<file path="config.mk">
export PLATFORM = sky130hd
export DESIGN_NAME = wh_stream_in
export DESIGN_NICKNAME = d
export VERILOG_FILES = /design/src/rtl/wh_pkg.sv /design/src/rtl/wh_stream_in.sv /design/src/rtl/wh_link_skid.sv /design/src/rtl/wh_stream_control.sv /design/src/rtl/wh_piso.sv
export SDC_FILE = /design/constraint.sdc
export NUM_CORES = 1
export LEC_CHECK = 0
export CORE_MARGIN = 2
export CORE_UTILIZATION = 55
export DETAILED_ROUTE_END_ITERATION = 7
export DONT_BUFFER_PORTS = 1
export GPL_TIMING_DRIVEN = 0
export PLACE_DENSITY = 0.77
export SETUP_SLACK_MARGIN = 0.05
export SYNTH_ARGS = -nofsm -noshare
export SYNTH_HDL_FRONTEND = slang
export SYNTH_HIERARCHICAL = 1
export SYNTH_SLANG_ARGS = --single-unit
</file>
<file path="constraint.sdc">
create_clock -name clk_i -period 2.65 [get_ports clk_i]
set_input_delay 0.265 -clock clk_i [delete_from_list [all_inputs] [get_ports clk_i]]
set_output_delay 0.265 -clock clk_i [all_outputs]
set_load 0.05 [all_outputs]
</file>
<file path="src/rtl/wh_pkg.sv">
`default_nettype none

package wh_pkg;

  // link flit width, every serializer output and the skid buffer use it
  localparam int flit_width_lp = 16;

  // wormhole routing fields at the bottom of the header
  localparam int cord_width_lp = 4;
  // number of data flits that follow the header flits
  localparam int len_width_lp = 4;

  // protocol information above the routing fields
  localparam int pr_hdr_width_lp = 24;

  // full header word as offered by the client
  localparam int hdr_width_lp = cord_width_lp + len_width_lp + pr_hdr_width_lp;

  // one client data beat
  localparam int data_width_lp = 64;

  // flits needed to carry one header word
  localparam int hdr_flits_lp = hdr_width_lp / flit_width_lp;
  // flits needed to carry one data beat
  localparam int data_flits_lp = data_width_lp / flit_width_lp;

  // header word, seen either as routing fields or as link flits
  // fields: cord sits in the low bits, protocol header at the top
  // flits: entry 0 is the low flit and leaves first
  typedef union packed {
    struct packed {
      logic [pr_hdr_width_lp-1:0] pr_hdr;
      logic [len_width_lp-1:0]    len;
      logic [cord_width_lp-1:0]   cord;
    } fields;
    logic [hdr_flits_lp-1:0][flit_width_lp-1:0] flits;
  } wh_hdr_u;

endpackage

`default_nettype wire
</file>
<file path="src/rtl/wh_stream_in.sv">
`timescale 1ns/10ps
`default_nettype none

// sending half of a wormhole port
// one header word and its data beats go out as a stream of link flits
module wh_stream_in
  import wh_pkg::*;
(
  input  logic                     clk_i,
  input  logic                     rst_n_i,

  // client header
  input  wh_hdr_u                  hdr_i,
  input  logic                     hdr_v_i,
  output logic                     hdr_ready_o,

  // client data beats
  input  logic [data_width_lp-1:0] data_i,
  input  logic                     data_v_i,
  output logic                     data_ready_o,

  // link
  output logic [flit_width_lp-1:0] link_data_o,
  output logic                     link_v_o,
  input  logic                     link_ready_i
);

  logic                     is_hdr;
  logic                     is_data;

  logic [flit_width_lp-1:0] hdr_flit;
  logic                     hdr_flit_v;
  logic [flit_width_lp-1:0] data_flit;
  logic                     data_flit_v;

  logic [flit_width_lp-1:0] skid_data_li;
  logic                     skid_v_li;
  logic                     skid_ready_lo;

  // header goes out flit by flit, low flit first
  wh_piso #(
    .els_p (hdr_flits_lp)
  ) hdr_piso (
    .clk_i   (clk_i),
    .rst_n_i (rst_n_i),
    .data_i  (hdr_i.flits),
    .v_i     (hdr_v_i & is_hdr),
    .ready_o (hdr_ready_o),
    .data_o  (hdr_flit),
    .v_o     (hdr_flit_v),
    .ready_i (is_hdr & skid_ready_lo)
  );

  // each data beat goes out as four flits
  wh_piso #(
    .els_p (data_flits_lp)
  ) data_piso (
    .clk_i   (clk_i),
    .rst_n_i (rst_n_i),
    .data_i  (data_i),
    .v_i     (data_v_i & is_data),
    .ready_o (data_ready_o),
    .data_o  (data_flit),
    .v_o     (data_flit_v),
    .ready_i (is_data & skid_ready_lo)
  );

  // header word stays put until its last flit leaves, so len is valid at capture
  wh_stream_control stream_control (
    .clk_i     (clk_i),
    .rst_n_i   (rst_n_i),
    .len_i     (hdr_i.fields.len),
    .accept_i  (skid_v_li & skid_ready_lo),
    .is_hdr_o  (is_hdr),
    .is_data_o (is_data)
  );

  // pick the serializer that owns the current flit
  assign skid_data_li = is_hdr ? hdr_flit : data_flit;
  assign skid_v_li    = is_hdr ? hdr_flit_v : data_flit_v;

  wh_link_skid link_skid (
    .clk_i   (clk_i),
    .rst_n_i (rst_n_i),
    .data_i  (skid_data_li),
    .v_i     (skid_v_li),
    .ready_o (skid_ready_lo),
    .data_o  (link_data_o),
    .v_o     (link_v_o),
    .ready_i (link_ready_i)
  );

endmodule

`default_nettype wire

</file>
<file path="src/rtl/wh_link_skid.sv">
`timescale 1ns/10ps
`default_nettype none

// two-entry buffer in front of the link
// outputs come straight from flops, ready toward the serializers is registered
module wh_link_skid
  import wh_pkg::*;
(
  input  logic                     clk_i,
  input  logic                     rst_n_i,

  // from the serializers
  input  logic [flit_width_lp-1:0] data_i,
  input  logic                     v_i,
  output logic                     ready_o,

  // toward the link
  output logic [flit_width_lp-1:0] data_o,
  output logic                     v_o,
  input  logic                     ready_i
);

  logic [flit_width_lp-1:0] main_data_r;
  logic                     main_v_r;
  logic [flit_width_lp-1:0] spare_data_r;
  logic                     spare_v_r;

  logic                     in_fire;
  logic                     main_free;

  // spare only fills behind a stalled main entry, so spare empty means room
  assign ready_o = ~spare_v_r;
  assign in_fire = v_i & ready_o;

  // main entry is empty or leaves this cycle
  assign main_free = ~main_v_r | ready_i;

  assign data_o = main_data_r;
  assign v_o    = main_v_r;

  // control flags
  always_ff @(posedge clk_i)
  begin
    if (!rst_n_i)
    begin
      main_v_r  <= 1'b0;
      spare_v_r <= 1'b0;
    end
    else if (main_free)
    begin
      // refill main from spare first to keep order
      main_v_r  <= spare_v_r | in_fire;
      spare_v_r <= 1'b0;
    end
    else if (in_fire)
    begin
      spare_v_r <= 1'b1;
    end
  end

  // payload registers
  always_ff @(posedge clk_i)
  begin
    if (main_free)
    begin
      main_data_r <= spare_v_r ? spare_data_r : data_i;
    end
    // park a flit that arrives while the link stalls
    if (!main_free && in_fire)
    begin
      spare_data_r <= data_i;
    end
  end

  // link side must hold its flit until taken
  a_link_hold : assert property (
    @(posedge clk_i) disable iff (!rst_n_i)
    (v_o && !ready_i) |=> (v_o && $stable(data_o))
  );

endmodule

`default_nettype wire

</file>
<file path="src/rtl/wh_stream_control.sv">
`timescale 1ns/10ps
`default_nettype none

// tells whether the next flit into the link buffer is header or data
module wh_stream_control
  import wh_pkg::*;
(
  input  logic                    clk_i,
  input  logic                    rst_n_i,

  // length field of the header word being sent
  input  logic [len_width_lp-1:0] len_i,
  // a flit entered the link buffer
  input  logic                    accept_i,

  output logic                    is_hdr_o,
  output logic                    is_data_o
);

  // low means header state
  logic                    data_state_r;
  // header flits seen so far, then data flits still to come
  logic [len_width_lp-1:0] cnt_r;

  logic                    hdr_done;
  logic                    data_done;

  // second header flit captures the length
  assign hdr_done  = accept_i & ~data_state_r &
                     (cnt_r == len_width_lp'(hdr_flits_lp - 1));
  // final data flit of the packet
  assign data_done = accept_i & data_state_r & (cnt_r == len_width_lp'(1));

  assign is_hdr_o  = ~data_state_r;
  assign is_data_o = data_state_r;

  always_ff @(posedge clk_i)
  begin
    if (!rst_n_i)
    begin
      data_state_r <= 1'b0;
      cnt_r        <= '0;
    end
    else if (hdr_done)
    begin
      // zero length means header only, stay put for the next packet
      cnt_r        <= len_i;
      data_state_r <= (len_i != '0);
    end
    else if (data_done)
    begin
      cnt_r        <= '0;
      data_state_r <= 1'b0;
    end
    else if (accept_i)
    begin
      if (data_state_r)
      begin
        cnt_r <= cnt_r - 1'b1;
      end
      else
      begin
        cnt_r <= cnt_r + 1'b1;
      end
    end
  end

  // data flits come in whole beats, so the loaded count fills beats exactly
  a_len_whole_beats : assert property (
    @(posedge clk_i) disable iff (!rst_n_i)
    hdr_done |=> ((cnt_r % data_flits_lp) == 0)
  );

endmodule

`default_nettype wire

</file>
<file path="src/rtl/wh_piso.sv">
`timescale 1ns/10ps
`default_nettype none

// cuts one wide word into flits, low flit first
// the current flit is visible in the same cycle the word shows up
module wh_piso
  import wh_pkg::*;
#(
  parameter int els_p = 2
)
(
  input  logic                             clk_i,
  input  logic                             rst_n_i,

  // wide side
  input  logic [els_p*flit_width_lp-1:0]   data_i,
  input  logic                             v_i,
  output logic                             ready_o,

  // flit side
  output logic [flit_width_lp-1:0]         data_o,
  output logic                             v_o,
  input  logic                             ready_i
);

  // a single flit word still needs a one bit index
  localparam int cnt_width_lp = (els_p > 1) ? $clog2(els_p) : 1;

  logic [cnt_width_lp-1:0] cnt_r;
  logic                    flit_fire;
  logic                    last_flit;

  // flit handshake on the narrow side
  assign flit_fire = v_o & ready_i;
  assign last_flit = (cnt_r == cnt_width_lp'(els_p - 1));

  // slice selected by the index, no extra storage
  assign data_o = data_i[cnt_r*flit_width_lp +: flit_width_lp];
  assign v_o    = v_i;

  // word is released only while its last flit is taken
  assign ready_o = flit_fire & last_flit;

  always_ff @(posedge clk_i)
  begin
    if (!rst_n_i)
    begin
      cnt_r <= '0;
    end
    else if (flit_fire)
    begin
      // wrap back for the next word
      if (last_flit)
      begin
        cnt_r <= '0;
      end
      else
      begin
        cnt_r <= cnt_r + 1'b1;
      end
    end
  end

  // the word must not change between its first and last flit
  a_word_stable : assert property (
    @(posedge clk_i) disable iff (!rst_n_i)
    (v_i && !ready_o) |=> $stable(data_i)
  );

endmodule

`default_nettype wire

</file>
==> qor.yml <==
yosysMostFrequentCell: "mux2_2"
status: "completed"
synth_area_per_cell_sq_um: 15.2
timing.final.crit_period_ps: 2450
nets: 299
io_pins: 120
cts_buffer_depth: 2
core_sq_um: 4820
vias_per_cell: 6.37
firstDrtPassIters: 4
grt_max_degree: 20
grt_pass1_wl_um: 9130
drive_above_1_share_pct: 47.7
drv_slew: 0
whs_ps: 85.3
peakVddDrop_v: 0.000259
grt_pass1_vias: 1785
ant_nets: 0
cellLeakagePower_nw: 1.07
syn_inst: 184
grt_overflow: 0
route.detailed.drc: 0
area_growth_pct: 7.13
hold_buffers: 0
synthTopCellsByArea: "edfxtp_1, mux2_2, mux2_4"
required_ps: 2840
asyncSetResetFlopFracSynth_pct: 0
tightest_slew_ps: 974
die_w_um: 75.2
wirelength_um: 6110
syn-cell-area_sq_um: 2790
cts.clk_slew.worst_paths_ps: 80
dp_hpwl_um: 4750
nFillCells: 388
p_per_area_nw_per_um2: 599
cp_max_fo: 10
synth_top_area_share_pct: 34.5
finalCritPeriodShare_pct: 92.6
antenna_found_initial: 0
finClkSkew_ps: 3.43
synth.top_cells.by_count: "mux2_2, edfxtp_1, mux2_4"
drt_iter0_drc: 80
port_buffers: 0
synth-warning-count: 6
post-synth-top-area-cell: "edfxtp_1"
routedWlPerCell_um: 23.3
rows: 25
yosys_most_used_dff: "edfxtp_1"
drv_cap: 0
syn-num-nets: 289
synth.distinct_cells: 45
clockRootBuffer: "clkbuf_8"
place.gp.congestion: 0.777
cts_buffers: 5
synth_edf_count: 32
clkLatencyLatePin_ps: 300
start_util_pct: 57.9
setup_viol: 0
dr_total_vias: 1670
crit_type: "flip-flop to flip-flop"
worst_setup_path_start_kind: "flip-flop"
rsz0062_at_grt: "false"
h-tree-depth: 2
ys_seq_elements: 42
worstPathArrival_ps: 2650
die_area_sq_um: 5660
hold_path.class: "primary input to flip-flop"
synth_seq_area_share_pct: 41.6
die_y_um: 75.2
relSlewSlack_pct: 35.1
diodes: 0
clock-sinks: 42
fmax_mhz: 408
endpoint_kind: "flip-flop"
fin_util_pct: 62.0
cts_tree: "yes"
track_usage_pct: 22.2
hold_viol_final: 0
## worst max-delay path: stages (launching register included)
cell and delay [ps]:
dfxtp_1 510, inv_1 160, buf_6 180, buf_6 150, and2_1 160, buf_4 130
mux2_4 270, and2_4 160, buf_2 170, nor3b_1 160, o31a_1 290
## timing repair
action / 4_1_cts / 5_1_grt
gates resized for setup: 1 / 0
setup buffers: 3 / 0
setup endpoints to repair: 16 / 0
endpoints found under the hold margin: 0 / 0
## worst paths after layout
check | startpoint | endpoint | slack (ps) | depth (start not counted)
min reg2reg | link_skid/spare_data_r[10] | link_skid/data_o[10] | 550 | 1
max reg2reg | stream_control/is_data_o | stream_control/cnt_r[0] | 200 | 10
max | stream_control/is_data_o | stream_control/cnt_r[0] | 200 | 10
min | rst_n_i | data_piso/cnt_r[0] | 90 | 1
## where the power goes
group | total (mW) | switching [mW] | internal, mW
Sequential | 1.01 | 0.203 | 0.804
Combinational | 0.382 | 0.163 | 0.219
Clock | 0.401 | 0.220 | 0.181
Total | 1.79 | 0.585 | 1.20
## per-stage QoR
stage          setup TNS [ps]  std cells  cell area, sq um  total power, mW  setup WS [ps]
2_1_floorplan               0        184              2790             1.33            301
5_1_grt                     0        262              2990             1.85           72.8
4_1_cts                     0        262              2990             1.79            186
3_3_place_gp            -3900        251              2880             1.37           -244
3_5_place_dp            -4210        251              2880             1.40           -263
6_report                    0        262              2990             1.79            196
## final cells by class
cell class                      instances  area [sq um]  area share [%]
Buffer                                 14           158            5.28
Clock buffer                            6          72.6            2.43
Clock inverter                          2          8.76           0.293
Inverter                                4          15.0           0.503
Multi-Input combinational cell        124          1470            49.1
Sequential cell                        42          1160            38.9
Tap cell                               67          83.8            2.81
Timing Repair Buffer                    3          22.5           0.754
## placed cells by master, fill, tap and decap left out, types with 6 or more instances in the layout
cell | netlist | routed
dfxtp_1 | 10 | 10
mux4_2 | 8 | 8
buf_6 | 6 | 6
mux4_1 | 8 | 8
mux2_2 | 33 | 33
edfxtp_1 | 32 | 32
mux2_4 | 16 | 16
## cell families after synthesis
group / Yosys count / synth area share (%)
fa+ha+maj: 4 / 1.79
flops: 42 / 41.6
mux: 68 / 37.0
buf+inv: 18 / 6.19
compound gates: 20 / 5.07
simple gates: 32 / 8.30
## state kept, by name (all words and copies together), names as in the netlist
name	flops
link_skid/spare_v_r	1
stream_control/cnt_r	4
hdr_piso/cnt_r	1
link_skid/spare_data_r	16
stream_control/is_data_o	1
link_skid/v_o	1
data_piso/cnt_r	2
link_skid/data_o	16
## metal layers
layer / wire length [um] / GRT usage (%) / vias to the layer above
li1: - / - / 749
met1: 2440 / 27.7 / 834
met2: 3200 / 38.2 / 76
met3: 357 / 6.02 / 11
met4: 117 / 6.24 / 0
met5: 0 / 0 / -
(Power assumes the default switching activity.)
